[config.mk]
export PLATFORM = sky130hd
export DESIGN_NAME = axi_lite_link_master
export DESIGN_NICKNAME = d
export VERILOG_FILES = /design/src/hdl/axi_lite_pkg.sv /design/src/hdl/link_pkg.sv /design/src/hdl/axi_lite_link_master.sv /design/src/hdl/phy_framer.sv /design/src/hdl/ll_receive.sv /design/src/hdl/ll_transmit.sv
export SDC_FILE = /design/constraint.sdc
export NUM_CORES = 1
export LEC_CHECK = 0
export BUFFER_PORTS_ARGS = -buffer_cell sky130_fd_sc_hd__buf_2
export CAP_MARGIN = 40
export CELL_PAD_IN_SITES_DETAIL_PLACEMENT = 0
export CELL_PAD_IN_SITES_GLOBAL_PLACEMENT = 1
export CORE_MARGIN = 3
export CORE_UTILIZATION = 48
export DETAILED_ROUTE_END_ITERATION = 10
export PLACE_DENSITY = 0.79
export SLEW_MARGIN = 10
export SYNTH_ARGS = -nofsm -noshare
export SYNTH_HDL_FRONTEND = slang
export SYNTH_HIERARCHICAL = 1
export SYNTH_SLANG_ARGS = --single-unit
[constraint.sdc]
create_clock -name clk_wr -period 3.9 [get_ports clk_wr]
set_clock_uncertainty 0.05 [all_clocks]
set_input_delay 0.39 -clock clk_wr [delete_from_list [all_inputs] [get_ports clk_wr]]
set_output_delay 0.39 -clock clk_wr [all_outputs]
set_load 0.005 [all_outputs]
[src/hdl/axi_lite_pkg.sv]
/*
  AXI-lite field widths and the payload types of the five channels.
  Shared by the link modules and the top level through scoped names.
*/

package axi_lite_pkg;

  parameter int addr_w = 32;
  parameter int data_w = 32;
  parameter int strb_w = 4;
  parameter int resp_w = 2;

  // Read and write address channels carry the address only
  typedef logic [addr_w-1:0] ar_payload_t;
  typedef logic [addr_w-1:0] aw_payload_t;

  // Strobe sits above data, 36 bits
  typedef struct packed {
    logic [strb_w-1:0] strb;
    logic [data_w-1:0] data;
  } w_payload_t;

  // Data above response, 34 bits
  typedef struct packed {
    logic [data_w-1:0] data;
    logic [resp_w-1:0] resp;
  } r_payload_t;

  typedef logic [resp_w-1:0] b_payload_t;

endpackage
[src/hdl/link_pkg.sv]
/*
  Link word widths, field offsets and the credit counter type.
  Offsets count up from bit 0 of each word in the order of the fields.
*/

package link_pkg;

  parameter int credit_w = 8;

  typedef logic [credit_w-1:0] credit_t;

  ////////////////////////////////////////////////////////////////////////////
  // Transmit word, master to far end

  parameter int tx_ar_push_o   = 0;
  parameter int tx_ar_data_o   = tx_ar_push_o + 1;
  parameter int tx_aw_push_o   = tx_ar_data_o + $bits(axi_lite_pkg::ar_payload_t);
  parameter int tx_aw_data_o   = tx_aw_push_o + 1;
  parameter int tx_w_push_o    = tx_aw_data_o + $bits(axi_lite_pkg::aw_payload_t);
  parameter int tx_w_data_o    = tx_w_push_o + 1;
  parameter int tx_r_credit_o  = tx_w_data_o + $bits(axi_lite_pkg::w_payload_t);
  parameter int tx_b_credit_o  = tx_r_credit_o + 1;
  // 105 bits
  parameter int tx_word_w      = tx_b_credit_o + 1;

  ////////////////////////////////////////////////////////////////////////////
  // Receive word, far end to master

  parameter int rx_r_push_o    = 0;
  parameter int rx_r_data_o    = rx_r_push_o + 1;
  parameter int rx_b_push_o    = rx_r_data_o + $bits(axi_lite_pkg::r_payload_t);
  parameter int rx_b_data_o    = rx_b_push_o + 1;
  parameter int rx_ar_credit_o = rx_b_data_o + $bits(axi_lite_pkg::b_payload_t);
  parameter int rx_aw_credit_o = rx_ar_credit_o + 1;
  parameter int rx_w_credit_o  = rx_aw_credit_o + 1;
  // 41 bits
  parameter int rx_word_w      = rx_w_credit_o + 1;

endpackage

[src/hdl/axi_lite_link_master.sv]
/*
  AXI-lite master, 32-bit address and data, carried over a credit based
  logic link. AR, AW and W leave through transmitters, R and B come back
  through receive buffers, and the framer forms the link words.
*/

`timescale 1ns/10ps

module axi_lite_link_master #(
  parameter int R_DEPTH = 8,
  parameter int B_DEPTH = 8
) (
  input  logic                                  clk_wr,
  input  logic                                  rst,

  input  logic                                  tx_online,
  input  logic                                  rx_online,
  input  link_pkg::credit_t                     init_ar_credit,
  input  link_pkg::credit_t                     init_aw_credit,
  input  link_pkg::credit_t                     init_w_credit,

  output logic [link_pkg::tx_word_w-1:0]        tx_phy,
  input  logic [link_pkg::rx_word_w-1:0]        rx_phy,

  input  logic [axi_lite_pkg::addr_w-1:0]       user_araddr,
  input  logic                                  user_arvalid,
  output logic                                  user_arready,

  input  logic [axi_lite_pkg::addr_w-1:0]       user_awaddr,
  input  logic                                  user_awvalid,
  output logic                                  user_awready,

  input  logic [axi_lite_pkg::data_w-1:0]       user_wdata,
  input  logic [axi_lite_pkg::strb_w-1:0]       user_wstrb,
  input  logic                                  user_wvalid,
  output logic                                  user_wready,

  output logic [axi_lite_pkg::data_w-1:0]       user_rdata,
  output logic [axi_lite_pkg::resp_w-1:0]       user_rresp,
  output logic                                  user_rvalid,
  input  logic                                  user_rready,

  output logic [axi_lite_pkg::resp_w-1:0]       user_bresp,
  output logic                                  user_bvalid,
  input  logic                                  user_bready
);

  ////////////////////////////////////////////////////////////////////////////
  // Interconnect

  logic                      ar_push;
  logic                      aw_push;
  logic                      w_push;
  logic                      r_push;
  logic                      b_push;
  logic                      ar_credit;
  logic                      aw_credit;
  logic                      w_credit;
  logic                      r_credit;
  logic                      b_credit;
  axi_lite_pkg::ar_payload_t ar_payload;
  axi_lite_pkg::aw_payload_t aw_payload;
  axi_lite_pkg::w_payload_t  w_payload;
  axi_lite_pkg::w_payload_t  w_user_payload;
  axi_lite_pkg::r_payload_t  r_payload;
  axi_lite_pkg::r_payload_t  r_user_payload;
  axi_lite_pkg::b_payload_t  b_payload;

  // AXI fields to and from payloads
  assign w_user_payload = {user_wstrb, user_wdata};
  assign user_rdata     = r_user_payload.data;
  assign user_rresp     = r_user_payload.resp;

  ////////////////////////////////////////////////////////////////////////////
  // Request transmitters

  ll_transmit #(.payload_t(axi_lite_pkg::ar_payload_t)) ll_transmit_ar (
    .clk_wr(clk_wr), .rst(rst), .tx_online(tx_online), .rx_online(rx_online),
    .init_credit(init_ar_credit),
    .user_valid(user_arvalid), .user_ready(user_arready), .user_data(user_araddr),
    .rx_credit(ar_credit), .tx_push(ar_push), .tx_data(ar_payload)
  );

  ll_transmit #(.payload_t(axi_lite_pkg::aw_payload_t)) ll_transmit_aw (
    .clk_wr(clk_wr), .rst(rst), .tx_online(tx_online), .rx_online(rx_online),
    .init_credit(init_aw_credit),
    .user_valid(user_awvalid), .user_ready(user_awready), .user_data(user_awaddr),
    .rx_credit(aw_credit), .tx_push(aw_push), .tx_data(aw_payload)
  );

  ll_transmit #(.payload_t(axi_lite_pkg::w_payload_t)) ll_transmit_w (
    .clk_wr(clk_wr), .rst(rst), .tx_online(tx_online), .rx_online(rx_online),
    .init_credit(init_w_credit),
    .user_valid(user_wvalid), .user_ready(user_wready), .user_data(w_user_payload),
    .rx_credit(w_credit), .tx_push(w_push), .tx_data(w_payload)
  );

  ////////////////////////////////////////////////////////////////////////////
  // Response receivers

  ll_receive #(.payload_t(axi_lite_pkg::r_payload_t), .DEPTH(R_DEPTH)) ll_receive_r (
    .clk_wr(clk_wr), .rst(rst), .rx_push(r_push), .rx_data(r_payload),
    .user_valid(user_rvalid), .user_ready(user_rready), .user_data(r_user_payload),
    .tx_credit(r_credit)
  );

  ll_receive #(.payload_t(axi_lite_pkg::b_payload_t), .DEPTH(B_DEPTH)) ll_receive_b (
    .clk_wr(clk_wr), .rst(rst), .rx_push(b_push), .rx_data(b_payload),
    .user_valid(user_bvalid), .user_ready(user_bready), .user_data(user_bresp),
    .tx_credit(b_credit)
  );

  ////////////////////////////////////////////////////////////////////////////
  // Link words

  phy_framer phy_framer_i (
    .clk_wr(clk_wr), .rst(rst), .tx_phy(tx_phy), .rx_phy(rx_phy),
    .ar_push(ar_push), .ar_payload(ar_payload),
    .aw_push(aw_push), .aw_payload(aw_payload),
    .w_push(w_push), .w_payload(w_payload),
    .ar_credit(ar_credit), .aw_credit(aw_credit), .w_credit(w_credit),
    .r_push(r_push), .r_payload(r_payload),
    .b_push(b_push), .b_payload(b_payload),
    .r_credit(r_credit), .b_credit(b_credit)
  );

endmodule

[src/hdl/phy_framer.sv]
/*
  Packs the request pushes and returned credits into the transmit word and
  splits the receive word into response pushes and request credits.
  One register stage in each direction. Field positions come from link_pkg.
*/

`timescale 1ns/10ps

module phy_framer (
  input  logic                               clk_wr,
  input  logic                               rst,

  output logic [link_pkg::tx_word_w-1:0]     tx_phy,
  input  logic [link_pkg::rx_word_w-1:0]     rx_phy,

  // Requests from the transmitters
  input  logic                               ar_push,
  input  axi_lite_pkg::ar_payload_t          ar_payload,
  input  logic                               aw_push,
  input  axi_lite_pkg::aw_payload_t          aw_payload,
  input  logic                               w_push,
  input  axi_lite_pkg::w_payload_t           w_payload,

  output logic                               ar_credit,
  output logic                               aw_credit,
  output logic                               w_credit,

  // Responses to the receivers
  output logic                               r_push,
  output axi_lite_pkg::r_payload_t           r_payload,
  output logic                               b_push,
  output axi_lite_pkg::b_payload_t           b_payload,

  input  logic                               r_credit,
  input  logic                               b_credit
);

  logic [link_pkg::tx_word_w-1:0] tx_next;
  logic [link_pkg::rx_word_w-1:0] rx_q;

  always_comb begin
    tx_next = '0;
    tx_next[link_pkg::tx_ar_push_o] = ar_push;
    tx_next[link_pkg::tx_ar_data_o +: $bits(axi_lite_pkg::ar_payload_t)] = ar_payload;
    tx_next[link_pkg::tx_aw_push_o] = aw_push;
    tx_next[link_pkg::tx_aw_data_o +: $bits(axi_lite_pkg::aw_payload_t)] = aw_payload;
    tx_next[link_pkg::tx_w_push_o] = w_push;
    tx_next[link_pkg::tx_w_data_o +: $bits(axi_lite_pkg::w_payload_t)] = w_payload;
    tx_next[link_pkg::tx_r_credit_o] = r_credit;
    tx_next[link_pkg::tx_b_credit_o] = b_credit;
  end

  // Both words clear on reset so that no stray pulse reaches either side
  always_ff @(posedge clk_wr) begin
    if (rst) begin
      tx_phy <= '0;
      rx_q   <= '0;
    end else begin
      tx_phy <= tx_next;
      rx_q   <= rx_phy;
    end
  end

  ////////////////////////////////////////////////////////////////////////////
  // Receive word fields

  assign r_push    = rx_q[link_pkg::rx_r_push_o];
  assign r_payload = rx_q[link_pkg::rx_r_data_o +: $bits(axi_lite_pkg::r_payload_t)];
  assign b_push    = rx_q[link_pkg::rx_b_push_o];
  assign b_payload = rx_q[link_pkg::rx_b_data_o +: $bits(axi_lite_pkg::b_payload_t)];
  assign ar_credit = rx_q[link_pkg::rx_ar_credit_o];
  assign aw_credit = rx_q[link_pkg::rx_aw_credit_o];
  assign w_credit  = rx_q[link_pkg::rx_w_credit_o];

endmodule

[src/hdl/ll_receive.sv]
/*
  Response receive buffer. The far end pushes entries into a FIFO of
  DEPTH entries and the user pops them with valid/ready. Each pop sends
  one credit pulse back over the link. DEPTH is a power of two, at least 2.
*/

`timescale 1ns/10ps

module ll_receive #(
  parameter type payload_t = logic [7:0],
  parameter int  DEPTH     = 8
) (
  input  logic     clk_wr,
  input  logic     rst,

  // Link side
  input  logic     rx_push,
  input  payload_t rx_data,

  // User side
  output logic     user_valid,
  input  logic     user_ready,
  output payload_t user_data,

  output logic     tx_credit
);

  localparam int ptr_w = $clog2(DEPTH);

  // Extra top bit tells full from empty
  typedef logic [ptr_w:0] ptr_t;

  payload_t mem [DEPTH];
  ptr_t     wr_ptr_q;
  ptr_t     rd_ptr_q;
  logic     empty;
  logic     pop;

  assign empty      = (wr_ptr_q == rd_ptr_q);
  assign user_valid = ~empty;
  assign user_data  = mem[rd_ptr_q[ptr_w-1:0]];
  assign pop        = user_valid & user_ready;

  ////////////////////////////////////////////////////////////////////////////
  // Storage

  // Credits at the far end keep pushes within DEPTH
  always_ff @(posedge clk_wr) begin
    if (rx_push) begin
      mem[wr_ptr_q[ptr_w-1:0]] <= rx_data;
    end
  end

  ////////////////////////////////////////////////////////////////////////////
  // Pointers and credit return

  always_ff @(posedge clk_wr) begin
    if (rst) begin
      wr_ptr_q <= '0;
    end else if (rx_push) begin
      wr_ptr_q <= wr_ptr_q + ptr_t'(1);
    end
  end

  always_ff @(posedge clk_wr) begin
    if (rst) begin
      rd_ptr_q <= '0;
    end else if (pop) begin
      rd_ptr_q <= rd_ptr_q + ptr_t'(1);
    end
  end

  // One pulse per popped entry, the cycle after the pop
  always_ff @(posedge clk_wr) begin
    if (rst) begin
      tx_credit <= 1'b0;
    end else begin
      tx_credit <= pop;
    end
  end

endmodule

[src/hdl/ll_transmit.sv]
/*
  Request channel transmitter with a single entry and credit flow control.
  The user loads the entry with a valid/ready handshake. The entry goes
  out as a one-cycle push once the far end has credit and the link is up.
*/

`timescale 1ns/10ps

module ll_transmit #(
  parameter type payload_t = logic [7:0]
) (
  input  logic              clk_wr,
  input  logic              rst,

  input  logic              tx_online,
  input  logic              rx_online,
  input  link_pkg::credit_t init_credit,

  // User side
  input  logic              user_valid,
  output logic              user_ready,
  input  payload_t          user_data,

  // Link side
  input  logic              rx_credit,
  output logic              tx_push,
  output payload_t          tx_data
);

  logic              entry_full_q;
  payload_t          entry_q;
  link_pkg::credit_t credit_q;
  logic              link_up;
  logic              launch;

  assign link_up    = tx_online & rx_online;
  assign user_ready = ~entry_full_q;

  // No second push while the first one is still on the wire
  assign launch = entry_full_q & ~tx_push & (credit_q != '0) & link_up;

  // Entry is held until the push has gone out
  assign tx_data = entry_q;

  always_ff @(posedge clk_wr) begin
    if (user_valid && user_ready) begin
      entry_q <= user_data;
    end
  end

  ////////////////////////////////////////////////////////////////////////////
  // Entry state and push

  always_ff @(posedge clk_wr) begin
    if (rst) begin
      entry_full_q <= 1'b0;
      tx_push      <= 1'b0;
    end else begin
      tx_push <= launch;
      if (tx_push) begin
        entry_full_q <= 1'b0;
      end else if (user_valid && user_ready) begin
        entry_full_q <= 1'b1;
      end
    end
  end

  ////////////////////////////////////////////////////////////////////////////
  // Credit counter

  always_ff @(posedge clk_wr) begin
    if (rst) begin
      credit_q <= '0;
    end else if (!link_up) begin
      credit_q <= init_credit;
    end else begin
      case ({rx_credit, launch})
        2'b10:   credit_q <= credit_q + link_pkg::credit_t'(1);
        2'b01:   credit_q <= credit_q - link_pkg::credit_t'(1);
        default: credit_q <= credit_q;
      endcase
    end
  end

endmodule

==> metrics.md, run 1 <==
| Metric | Value |
|---|---|
| Status | finished clean |
| Hold path depth | 3 |
| Syn Area/Cell | 17.2 um2 |
| Core area | 43500 um2 |
| Num CTS Buffers | 58 |
| Synthesis-to-layout area growth | 27.0% |
| CP top delay family | multiplexers |
| First-pass GRT wire length | 73.7 mm |
| Setup slack, reg-to-reg | 1.25 ns |
| P_leak | 0.0102 uW |
| Final Critical Period | 2.96 ns |
| Max cap viols | 0 |
| R2r endpoint | ll_transmit_ar/credit_q[7]$_SDFFE_PP0P_ |
| Pre-CTS setup slack | 1.16 ns |
| Routed met2 length | 23.4 mm |
| EDFF count, synth | 388 |
| Worst slew pin tran | 0.880 ns |
| Total GRT Usage | 20.3% |
| Worst rel slew slack | 41.2% |
| Sequential area share after synthesis | 73.3% |
| Final Hold Fails | 0 |
| Clock root cell | clkbuf_16 |
| Pins over their slew limit | 0 |
| Die Width | 217 um |
| Nets | 1944 |
| Worst-path cell with the longest stage delay | mux4_1 |
| Starting Density | 49.1% |
| Drt first pass iters | 5 |
| 1st-iter DRT viols | 786 |
| Cell area after synthesis | 21300 um2 |
| Crit Path Class | reg2out |
| Met3 Routed Length | 4.27 mm |
| Max Clk Rate | 338 MHz |
| CP arrival | 2.52 ns |
| Post-synth ARST share | 0% |
| Worst-path clk slew | 0.06 ns |
| CP max FO | 22 |
| Final worst slack | 0.943 ns |
| Peak VDD IR | 0.000451 V |
| Share of cells above drive strength 1 | 30.8% |
| PwrDens | 512 nW/um2 |
| # clock sinks | 588 |
| Dominant synthesized flop cell | edfxtp_1 |
| Worst r2r path cells | 10 |
| Routed length on met1 | 18.6 mm |
| Critical Path, Cell by Cell | buf_4 -> mux4_1 -> mux2_4 -> buf_2 |
| Reg area | 15700 um2 |
| Largest net degree at the start of global routing | 89 |
| Path category of the worst min-delay check | in2reg |
| Vias | 12130 |
| Setup TNS | 0 ns |
| Initial antenna violation count | 5 |
| Warnings, synthesis | 6 |
| Post-CTS Resized | 0 |
| Count of state elements after synthesis | 588 |
| Worst EP required | 3.46 ns |
| Worst hold slack | 0.0349 ns |
| Die span in y | 217 um |
| DRC viols | 0 |
| Routability cong. | 0.871 |
| Largest stage delay, worst path | 0.63 ns |
| Net Count, Synth | 1442 |
| Unique masters post-synth | 48 |
| Hold path start | init_aw_credit[3] |
| DIE AREA | 47000 um2 |
| DP HPWL | 29.1 mm |
| Most common cell after layout, fill and taps aside | edfxtp_1 |
| RSZ-0062 raised after global routing | false |
| H-tree levels | 2 |
| Buffers and inverters on the worst path | 2 |
| WL final | 47.5 mm |
| Worst-Skew Late Latency | 0.60 ns |
| Worst R2R Start | ll_transmit_ar/credit_q[3]$_SDFFE_PP0P_ |
| WHS Endpoint | ll_transmit_aw/credit_q[3]$_SDFFE_PP0P_ |
| Final setup violation count | 0 |
| Fillers | 3111 |
| # IOs | 320 |
| Final ANT Viol Nets | 0 |
| Area of the multi-input gates | 5360 um2 |
| TritonCTS clock tree | yes |
| Period utilization | 75.8% |
| CP Launch Type | register |
| Drt wl/cell | 20.0 um |
| Gr ovfl total | 0 |
| Row cnt | 76 |
| Vias in the first global route | 12967 |
| Highest routed layer | met5 |
| Post-CTS Setup Inserts | 0 |
| Vias per inst | 5.09 |
| Syn Inst Count | 1243 |
| Setup crit end kind | primary output |
| Most frequent cells in the layout | edfxtp_1 (388), buf_2 (318), dfxtp_1 (197), dlygate4sd3_1 (152), nor2b_1 (152) |
| # port buffers | 319 |
| Clk buf depth | 3 |
==> where the power goes <==
part	switching (uW)	internal (uW)	total, uW
Sequential	136	6870	7000
Combinational	581	730	1310
Clock	2260	3310	5570
==> per-layer routing <==
metal | global-route usage, % | up-vias
met4 | 5.74 | 6
met3 | 7.39 | 95
met5 | 0 | -
li1 | - | 5677
met2 | 34.4 | 390
met1 | 24.8 | 5962
==> stage by stage <==
stage / util (%) / power, uW / instances / area [um2]
2_1_floorplan: - / 7900 / 1243 / 21300
3_3_place_gp: 54.3 / 8310 / 2116 / 23600
3_5_place_dp: 54.4 / 8330 / 2118 / 23600
4_1_cts: 62.3 / 14000 / 2379 / 27100
5_1_grt: 62.4 / 14400 / 2381 / 27100
6_report: 62.4 / 13900 / 2381 / 27100
==> flip-flops by register name, summed over array words and instances (netlist names), named ones only <==
name                         count
ll_transmit_aw/tx_data          32
ll_transmit_ar/tx_push           1
ll_transmit_aw/tx_push           1
ll_transmit_w/credit_q           8
ll_transmit_ar/entry_full_q      1
phy_framer_i/tx_phy            105
ll_transmit_ar/tx_data          32
ll_receive_r/mem               272
ll_transmit_w/entry_full_q       1
ll_receive_r/wr_ptr_q            4
ll_receive_r/tx_credit           1
ll_transmit_ar/credit_q          8
phy_framer_i/rx_q               41
ll_receive_b/wr_ptr_q            4
ll_transmit_w/tx_push            1
ll_receive_b/mem                16
ll_transmit_w/tx_data           36
ll_receive_r/rd_ptr_q            4
ll_receive_b/tx_credit           1
ll_transmit_aw/entry_full_q      1
ll_receive_b/rd_ptr_q            4
ll_transmit_aw/credit_q          8
==> worst max path at each step <==
stage	slack, ns	start	depth (start not counted)	endpoint
detailed placement	1.16	rx_online	11	ll_transmit_ar/credit_q[7]$_SDFFE_PP0P_
CTS	0.86	register	4	user_rdata[24]
global route	0.78	register	4	user_rdata[1]
floorplan	0.52	ll_receive_r/wr_ptr_q[1]$_SDFFE_PP0P_	2	ll_receive_r/mem[0][0]$_DFFE_PP_
global placement	1.24	rx_online	11	ll_transmit_ar/credit_q[7]$_SDFFE_PP0P_
finish	0.94	register	4	user_rdata[24]
==> what timing repair did <==
action	CTS	global route
hold buffers	151	1
endpoints found under the hold margin	151	1
endpoints found under the setup margin	0	0
==> final cells by class <==
type / instances / share of cell area, %
tap: 585 / 2.70
timing repair buffer: 489 / 12.2
inverter: 25 / 0.346
clock buffer: 88 / 6.22
clock inverter: 22 / 0.928
sequential: 588 / 57.8
antenna: 1 / 0.00923
multi-input combinational: 583 / 19.8
==> Yosys cell counts, drive strengths merged (4+ instances only) <==
library cell | n | area, um2
a211oi | 6 | 45.0
a21o | 9 | 75.1
a21oi | 41 | 216
a221oi | 6 | 52.6
a31oi | 9 | 56.3
and2 | 9 | 60.1
buf | 34 | 243
clkbuf | 13 | 48.8
dfxtp | 200 | 4000
edfxtp | 388 | 11700
ha | 22 | 275
inv | 24 | 90.1
mux2 | 39 | 514
mux2i | 17 | 170
mux4 | 72 | 1670
nand2 | 14 | 52.6
nand2b | 12 | 75.1
nand3 | 10 | 50.1
nor2 | 43 | 161
nor2b | 152 | 951
nor3 | 22 | 110
nor4 | 6 | 37.5
o21a | 6 | 45.0
o21ai | 31 | 155
or3 | 10 | 62.6
xnor2 | 20 | 198
xor2 | 4 | 35.0
==> kinds of logic (layout without fill, tap and decap cells) <==
group,Yosys count,count (layout),synth area share [%]
flip-flops,588,588,73.3
AND/OR/NAND/NOR,287,287,7.65
multiplexers,128,128,11.0
AO/OA/AOI/OAI,119,119,3.52
buffers and inverters,72,624,1.81
adder cells (fa/ha/maj),25,25,1.57
XOR/XNOR,24,24,1.09
other,0,1,0
==> worst reg2reg max path: stages (launching register included) <==
cell and delay [ns]:
dfxtp_1 0.33, nor4_1 0.39, a21oi_2 0.16, nand2b_1 0.15, inv_1 0.13, ha_1 0.32
a211oi_1 0.31, o21ai_0 0.13, a31oi_1 0.27, xnor2_1 0.18, o22ai_2 0.10
(Power assumes the default switching activity.)
==> run 2, diff against run 1 <==
--- a/config.mk
+++ b/config.mk
@@ -5,14 +5,15 @@
 export SDC_FILE = /design/constraint.sdc
 export NUM_CORES = 1
 export LEC_CHECK = 0
+export ABC_AREA = 1
 export BUFFER_PORTS_ARGS = -buffer_cell sky130_fd_sc_hd__buf_2
 export CAP_MARGIN = 40
 export CELL_PAD_IN_SITES_DETAIL_PLACEMENT = 0
 export CELL_PAD_IN_SITES_GLOBAL_PLACEMENT = 1
 export CORE_MARGIN = 3
-export CORE_UTILIZATION = 48
+export CORE_UTILIZATION = 45
 export DETAILED_ROUTE_END_ITERATION = 10
-export PLACE_DENSITY = 0.79
+export PLACE_DENSITY = 0.78
 export SLEW_MARGIN = 10
 export SYNTH_ARGS = -nofsm -noshare
 export SYNTH_HDL_FRONTEND = slang
==> constraint.sdc (replaced) <==
create_clock -name clk_wr -period 2.75 [get_ports clk_wr]
set_clock_uncertainty 0.05 [all_clocks]
set_input_delay 0.275 -clock clk_wr [delete_from_list [all_inputs] [get_ports clk_wr]]
set_output_delay 0.275 -clock clk_wr [all_outputs]
set_load 0.005 [all_outputs]
==> metrics.md, run 2 <==
| Metric | Value |
|---|---|
| Status | finished clean (unchanged) |
| Dominant synthesized flop cell | edfxtp_1 (unchanged) |
| Vias per inst | 4.81 (was 5.09) |
| Final ANT Viol Nets | 0 (unchanged) |
| Nets | 2690 (was 1944) |
| Setup TNS | 0 ns (unchanged) |
| Warnings, synthesis | 6 (unchanged) |
| Syn Area/Cell | 11.1 um2 (was 17.2 um2) |
| Worst rel slew slack | 50.3% (was 41.2%) |
| Largest stage delay, worst path | 0.57 ns (was 0.63 ns) |
| Critical Path, Cell by Cell | clkinv_1 -> buf_12 -> nand2_1 -> nand2_1 -> buf_2 (was buf_4 -> mux4_1 -> mux2_4 -> buf_2) |
| Post-CTS Setup Inserts | 0 (unchanged) |
| Vias in the first global route | 15765 (was 12967) |
| Die span in y | 228 um (was 217 um) |
| Initial antenna violation count | 7 (was 5) |
| Starting Density | 46.0% (was 49.1%) |
| DIE AREA | 51900 um2 (was 47000 um2) |
| Syn Inst Count | 1991 (was 1243) |
| Final Hold Fails | 0 (unchanged) |
| Core area | 48100 um2 (was 43500 um2) |
| Share of cells above drive strength 1 | 19.8% (was 30.8%) |
| DRC viols | 0 (unchanged) |
| CP Launch Type | register (unchanged) |
| Placed inst area | 24500 um2 (was 23600 um2) |
| Synthesis-to-layout area growth | 27.0% (about the same) |
| Worst-path cell with the longest stage delay | clkinv_1 (was mux4_1) |
| Synth area leaders | edfxtp_1 (53%), dfxtp_1 (18%), nor2_1 (7.2%) (was edfxtp_1 (55%), dfxtp_1 (19%), mux4_2 (6.3%)) |
| Internal power | 15500 uW (was 10900 uW) |
| Peak VDD IR | 0.000589 V (was 0.000451 V) |
| Top cells by count, synth | nor2_1 (427), edfxtp_1 (388), nand2_1 (236) (was edfxtp_1 (388), dfxtp_1 (200), nor2b_1 (152)) |
| Worst r2r path cells | 11 (was 10) |
| P_leak | 0.0119 uW (was 0.0102 uW) |
| Post-Layout Cell Count | 3201 (was 2381) |
| WL final | 54.2 mm (was 47.5 mm) |
| Setup crit end kind | primary output (unchanged) |
| Combinational Power Share | 10.7% (was 9.4%) |
| Worst hold slack | 0.0327 ns (was 0.0349 ns) |
| RSZ-0062 raised after global routing | false (unchanged) |
| Cell mode on critical path | nand2_1 |
| Sw power | 4850 uW (was 2980 uW) |
| Count of state elements after synthesis | 588 (unchanged) |
| Die Width | 228 um (was 217 um) |
| R2r endpoint | ll_transmit_w/credit_q[5]$_SDFFE_PP0P_ (was ll_transmit_ar/credit_q[7]$_SDFFE_PP0P_) |
| # clock sinks | 588 (unchanged) |
| Final setup violation count | 0 (unchanged) |
| # port buffers | 319 (unchanged) |
| Worst setup endpoint | user_rdata[31] (was user_rdata[24]) |
| Clock share of power | 40.3% (was 40.1%) |
| Yosys top cell area share | 52.6% (was 54.6%) |
| Worst R2R Start | ll_transmit_w/entry_full_q$_SDFFE_PP0P_ (was ll_transmit_ar/credit_q[3]$_SDFFE_PP0P_) |
| Crit Path Class | reg2out (unchanged) |
| Inst Count DP | 2925 (was 2118) |
| Sequential Power Share | 48.9% (was 50.4%) |
| Routability cong. | 0.854 (was 0.871) |
| Drt wl/cell | 16.9 um (was 20.0 um) |
| Total GRT Usage | 20.6% (was 20.3%) |
| Worst-Skew Late Latency | 0.60 ns (about the same) |
| CP max FO | 20 (was 22) |
| Row cnt | 80 (was 76) |
| Sequential area share after synthesis | 70.6% (was 73.3%) |
| PwrDens | 723 nW/um2 (was 512 nW/um2) |
| Most frequent cells in the layout | nor2_1 (416), edfxtp_1 (388), buf_2 (318), nand2_1 (236), inv_1 (224) (was edfxtp_1 (388), buf_2 (318), dfxtp_1 (197), dlygate4sd3_1 (152), nor2b_1 (152)) |
| Cell area after synthesis | 22200 um2 (was 21300 um2) |
| Pins over their slew limit | 0 (unchanged) |
| First-pass GRT wire length | 85.3 mm (was 73.7 mm) |
| 1st-iter DRT viols | 866 (was 786) |
| Period utilization | 93.9% |
| Final Critical Period | 2.58 ns |
| Worst EP required | 2.42 ns (was 3.46 ns) |
| Count leader, synth | nor2_1 (was edfxtp_1) |
| Most common cell after layout, fill and taps aside | nor2_1 (was edfxtp_1) |
| Max Clk Rate | 387 MHz |
| Post-synth ARST share | 0% (unchanged) |
| Switch share | 23.8% (was 21.5%) |
| TritonCTS clock tree | yes (unchanged) |
| Leading area contributor after synthesis | edfxtp_1 (unchanged) |
| CP arrival | 2.26 ns (was 2.52 ns) |
| Fillers | 3873 (was 3111) |
| Setup slack, reg-to-reg | 0.27 ns (was 1.25 ns) |
| Vias | 15381 (was 12130) |
| DP HPWL | 32.7 mm (was 29.1 mm) |
| Num CTS Buffers | 60 (was 58) |
| Gr ovfl total | 0 (unchanged) |
| Worst-path clk slew | 0.06 ns (about the same) |
| Net Count, Synth | 2190 (was 1442) |
| H-tree levels | 2 (unchanged) |
| # IOs | 320 (unchanged) |
| Clock root cell | clkbuf_16 (unchanged) |
| Path category of the worst min-delay check | in2reg (unchanged) |
| Post-Layout Inst Area | 28100 um2 (was 27100 um2) |
| Max cap viols | 0 (unchanged) |
| Max FFs per register | 272 (unchanged) |
| Unique masters post-synth | 35 (was 48) |
| Worst slew pin tran | 0.741 ns (was 0.880 ns) |
| Clk buf depth | 3 (unchanged) |
| Largest net degree at the start of global routing | 89 (unchanged) |
| Drt first pass iters | 6 (was 5) |
| EDFF count, synth | 388 (unchanged) |
[run 2: per-layer routing]
metal,part of all wire (%),track usage (%)
met5,0.046,0
met4,3.0,6.75
met3,7.8,5.61
met2,48,35.2
met1,41,25.5
[run 2: power groups by stage]
stage / combinational [uW] / sequential, uW / clock (uW)
after CTS: 2200 / 9950 / 8360
after global placement: 1970 / 10100 / 0
after detailed placement: 2010 / 10100 / 0
final: 2180 / 9960 / 8200
after floorplan: 1280 / 10100 / 0
after global routing: 2470 / 9990 / 8740
[run 2: final cells by class]
| class | count | area, um2 | share of cell area [%] |
|---|---|---|---|
| multi-input cells | 1096 | 5160 | 18.3 |
| clock inverters | 34 | 345 | 1.23 |
| inverters | 233 | 876 | 3.11 |
| flip-flops and latches | 588 | 15700 | 55.6 |
| repair buffers | 512 | 3600 | 12.8 |
| well taps | 656 | 821 | 2.92 |
| clock buffers | 78 | 1670 | 5.94 |
| diodes | 4 | 10.0 | 0.0356 |
[run 2: kinds of logic after synthesis]
logic type	count (synthesis)	synth area share [%]
compound gates	321	7.42
xor+xnor	9	0.356
fa+ha+maj	25	1.51
buf+inv	307	6.42
flops	588	70.6
mux	6	0.271
simple gates	735	13.4
[run 2: worst max-delay path: cells and delay by family (launching register included)]
family | cells | cell delay, ns
buffers and inverters | 3 | 1.15
flip-flops | 1 | 0.32
AND/OR/NAND/NOR | 2 | 0.19
[run 2: what timing repair did]
item                                   CTS  global route
resized for setup                        0             0
endpoints found under the hold margin  165             0
hold buffers                           160             0
[run 2: per-stage QoR]
| stage | utilization, % | power (uW) | setup slack, ns |
|---|---|---|---|
| CTS | 58.4 | 20500 | 0.125 |
| finish | 58.5 | 20300 | 0.168 |
| detailed placement | 50.9 | 12100 | 0.207 |
| global placement | 50.9 | 12100 | 0.245 |
| global route | 58.5 | 21200 | 0.00349 |
| floorplan | - | 11300 | 0.310 |
[run 2: worst min-delay path by stage]
stage / from / endpoint / slack, ns / cells past startpoint
after floorplan: rst / ll_transmit_ar/credit_q[7]$_SDFFE_PP0P_ / 0.29 / 1
after global placement: ll_receive_b/tx_credit$_SDFF_PP0_ / phy_framer_i/tx_phy[104]$_SDFF_PP0_ / 0.36 / 2
after detailed placement: ll_receive_r/tx_credit$_SDFF_PP0_ / phy_framer_i/tx_phy[103]$_SDFF_PP0_ / 0.35 / 2
after CTS: init_ar_credit[2] / ll_transmit_ar/credit_q[2]$_SDFFE_PP0P_ / 0.0006 / 5
after global routing: init_ar_credit[0] / ll_transmit_ar/credit_q[0]$_SDFFE_PP0P_ / 0.06 / 5
final: init_ar_credit[2] / ll_transmit_ar/credit_q[2]$_SDFFE_PP0P_ / 0.03 / 5
==> run 3, diff against run 2 <==
--- a/config.mk
+++ b/config.mk
@@ -11,9 +11,9 @@
 export CELL_PAD_IN_SITES_DETAIL_PLACEMENT = 0
 export CELL_PAD_IN_SITES_GLOBAL_PLACEMENT = 1
 export CORE_MARGIN = 3
-export CORE_UTILIZATION = 45
+export CORE_UTILIZATION = 48
 export DETAILED_ROUTE_END_ITERATION = 10
-export PLACE_DENSITY = 0.78
+export PLACE_DENSITY = 0.83
 export SLEW_MARGIN = 10
 export SYNTH_ARGS = -nofsm -noshare
 export SYNTH_HDL_FRONTEND = slang
==> constraint.sdc (replaced) <==
create_clock -name clk_wr -period 3.3 [get_ports clk_wr]
set_clock_uncertainty 0.05 [all_clocks]
set_input_delay 0.33 -clock clk_wr [delete_from_list [all_inputs] [get_ports clk_wr]]
set_output_delay 0.33 -clock clk_wr [all_outputs]
set_load 0.005 [all_outputs]
==> metrics.md, run 3 (synthesis results as in run 2) <==
| Metric | Value |
|---|---|
| Pins over their slew limit | 0 (unchanged) |
| Share of cells above drive strength 1 | 19.7% (was 19.8%) |
| Period utilization | 87.9% |
| Max cap viols | 0 (unchanged) |
| Vias in the first global route | 15739 (was 15765) |
| DRC viols | 0 (unchanged) |
| Final Critical Period | 2.90 ns |
| RSZ-0062 raised after global routing | false (unchanged) |
| Nets | 2680 (was 2690) |
| Most frequent cells in the layout | nor2_1 (416), edfxtp_1 (388), buf_2 (318), nand2_1 (236), inv_1 (224) (unchanged) |
| Clock root cell | clkbuf_16 (unchanged) |
| Critical Path, Cell by Cell | clkinv_2 -> buf_12 -> o21ai_0 -> o21ai_0 -> nand2_1 -> nand2_1 -> buf_2 (was clkinv_1 -> buf_12 -> nand2_1 -> nand2_1 -> buf_2) |
| Final ANT Viol Nets | 0 (unchanged) |
| Core area | 45500 um2 (was 48100 um2) |
| Design Power | 16700 uW (was 20300 uW) |
| Gr ovfl total | 0 (unchanged) |
| DP HPWL | 31.5 mm (was 32.7 mm) |
| Max Clk Rate | 345 MHz |
| Worst slew pin tran | 0.756 ns (was 0.741 ns) |
| H-tree levels | 2 (unchanged) |
| 1st-iter DRT viols | 989 (was 866) |
| Worst-path cell with the longest stage delay | clkinv_2 (was clkinv_1) |
| Total GRT Usage | 21.2% (was 20.6%) |
| Num CTS Buffers | 59 (was 60) |
| Vias | 15461 (was 15381) |
| # IOs | 320 (unchanged) |
| P_leak | 0.0118 uW (was 0.0119 uW) |
| PwrDens | 599 nW/um2 (was 723 nW/um2) |
| Worst-Skew Late Latency | 0.61 ns (was 0.60 ns) |
| First-pass GRT wire length | 83.4 mm (was 85.3 mm) |
| Crit Path Class | reg2out (unchanged) |
| Final Hold Fails | 0 (unchanged) |
| Peak VDD IR | 0.000515 V (was 0.000589 V) |
| Worst R2R Start | ll_transmit_w/entry_full_q$_SDFFE_PP0P_ (unchanged) |
| R2r endpoint | ll_transmit_w/credit_q[5]$_SDFFE_PP0P_ (unchanged) |
| DIE AREA | 48800 um2 (was 51900 um2) |
| CP max FO | 48 (was 20) |
| Max FFs per register | 272 (unchanged) |
| Worst r2r path cells | 11 (unchanged) |
| TritonCTS clock tree | yes (unchanged) |
| Starting Density | 48.7% (was 46.0%) |
| Vias per inst | 4.93 (was 4.81) |
| Largest stage delay, worst path | 0.46 ns (was 0.57 ns) |
| Routability cong. | 0.900 (was 0.854) |
| Row cnt | 78 (was 80) |
| Synthesis-to-layout area growth | 25.7% (was 27.0%) |
| WL final | 52.3 mm (was 54.2 mm) |
| Initial antenna violation count | 8 (was 7) |
| # clock sinks | 588 (unchanged) |
| Most common cell after layout, fill and taps aside | nor2_1 (unchanged) |
| Die span in y | 221 um (was 228 um) |
| Hold path start | init_aw_credit[2] (was init_ar_credit[2]) |
| Setup TNS | 0 ns (unchanged) |
| Clk buf depth | 3 (unchanged) |
| Path category of the worst min-delay check | in2reg (unchanged) |
| # port buffers | 319 (unchanged) |
| Worst-path clk slew | 0.06 ns (about the same) |
| Drt wl/cell | 16.7 um (was 16.9 um) |
| CP Launch Type | register (unchanged) |
| CP arrival | 2.52 ns (was 2.26 ns) |
| Die Width | 221 um (was 228 um) |
| WHS Endpoint | ll_transmit_aw/credit_q[2]$_SDFFE_PP0P_ (was ll_transmit_ar/credit_q[2]$_SDFFE_PP0P_) |
| Setup crit end kind | primary output (unchanged) |
| Drt first pass iters | 6 (unchanged) |
| Setup slack, reg-to-reg | 0.85 ns (was 0.27 ns) |
| Hold path depth | 5 (unchanged) |
| Worst rel slew slack | 49.5% (was 50.3%) |
| Status | finished clean (unchanged) |
| Final setup violation count | 0 (unchanged) |
| Worst EP required | 2.92 ns (was 2.42 ns) |
| Largest net degree at the start of global routing | 137 (was 89) |
==> run 3: cell types whose count changed in the layout (fill, tap and decap cells not counted), sizes merged <==
cell and delta:
buf -4, bufinv -2, clkbuf +3, clkinv +2
clkinvlp -4, diode +1, dlygate4sd3 -5, inv +1
==> run 3: what timing repair did <==
| item | CTS | global route |
|---|---|---|
| setup endpoints to repair | 0 | 0 |
| endpoints found under the hold margin | 157 | 0 |
| buffers inserted | 0 | 0 |
| resized for setup | 0 | 0 |
| hold buffers | 155 | 0 |
==> run 3: final cells by class <==
type	instances	area (um2)
Fill cell	3591	17600
Sequential cell	588	15700
Multi-Input combinational cell	1096	5160
Timing Repair Buffer	503	3460
Clock buffer	81	1640
Inverter	233	876
Tap cell	600	751
Clock inverter	31	300
Antenna cell	5	12.5
==> run 3: how the worst max path moves through the flow <==
stage,end,depth (start not counted),slack (ns)
final,user_rdata[17],7,0.40
after global routing,user_rdata[17],7,0.19
after CTS,user_rdata[17],7,0.38
after detailed placement,ll_transmit_ar/credit_q[5]$_SDFFE_PP0P_,12,0.51
after global placement,ll_transmit_ar/credit_q[5]$_SDFFE_PP0P_,12,0.56
after floorplan,ll_receive_r/mem[7][0]$_DFFE_PP_,2,0.86
==> run 3: where the power goes <==
group / internal (uW) / leakage [uW] / switching (uW)
registers: 8120 / 0.00526 / 177
logic: 731 / 0.00558 / 1060
clock network: 3810 / 0.000960 / 2780
==> run 3: critical path: cells and delay by family (launching register included) <==
kind / cells / cell delay [ns]
buffers and inverters: 3 / 1.01
flip-flops: 1 / 0.36
AO/OA/AOI/OAI: 2 / 0.33
AND/OR/NAND/NOR: 2 / 0.19
==> run 3: per-layer routing <==
layer | global-route usage (%) | routed length [um] | vias up
met1 | 26.0 | 21400 | 7351
met2 | 37.1 | 25800 | 457
met5 | 0 | 41 | -
met4 | 5.98 | 1170 | 6
li1 | - | - | 7558
met3 | 5.72 | 3830 | 89
==> run 3: stage by stage <==
| step | cells | util, % | hold WS, ns | area [um2] | worst slack [ns] |
|---|---|---|---|---|---|
| floorplan | 1991 | - | 0.338 | 22200 | 0.860 |
| detailed placement | 2865 | 53.6 | 0.351 | 24400 | 0.513 |
| CTS | 3132 | 61.2 | 0.00737 | 27800 | 0.379 |
| global placement | 2864 | 53.5 | 0.349 | 24300 | 0.560 |
| finish | 3137 | 61.3 | 0.0443 | 27900 | 0.398 |
| global route | 3135 | 61.2 | 0.0663 | 27900 | 0.186 |
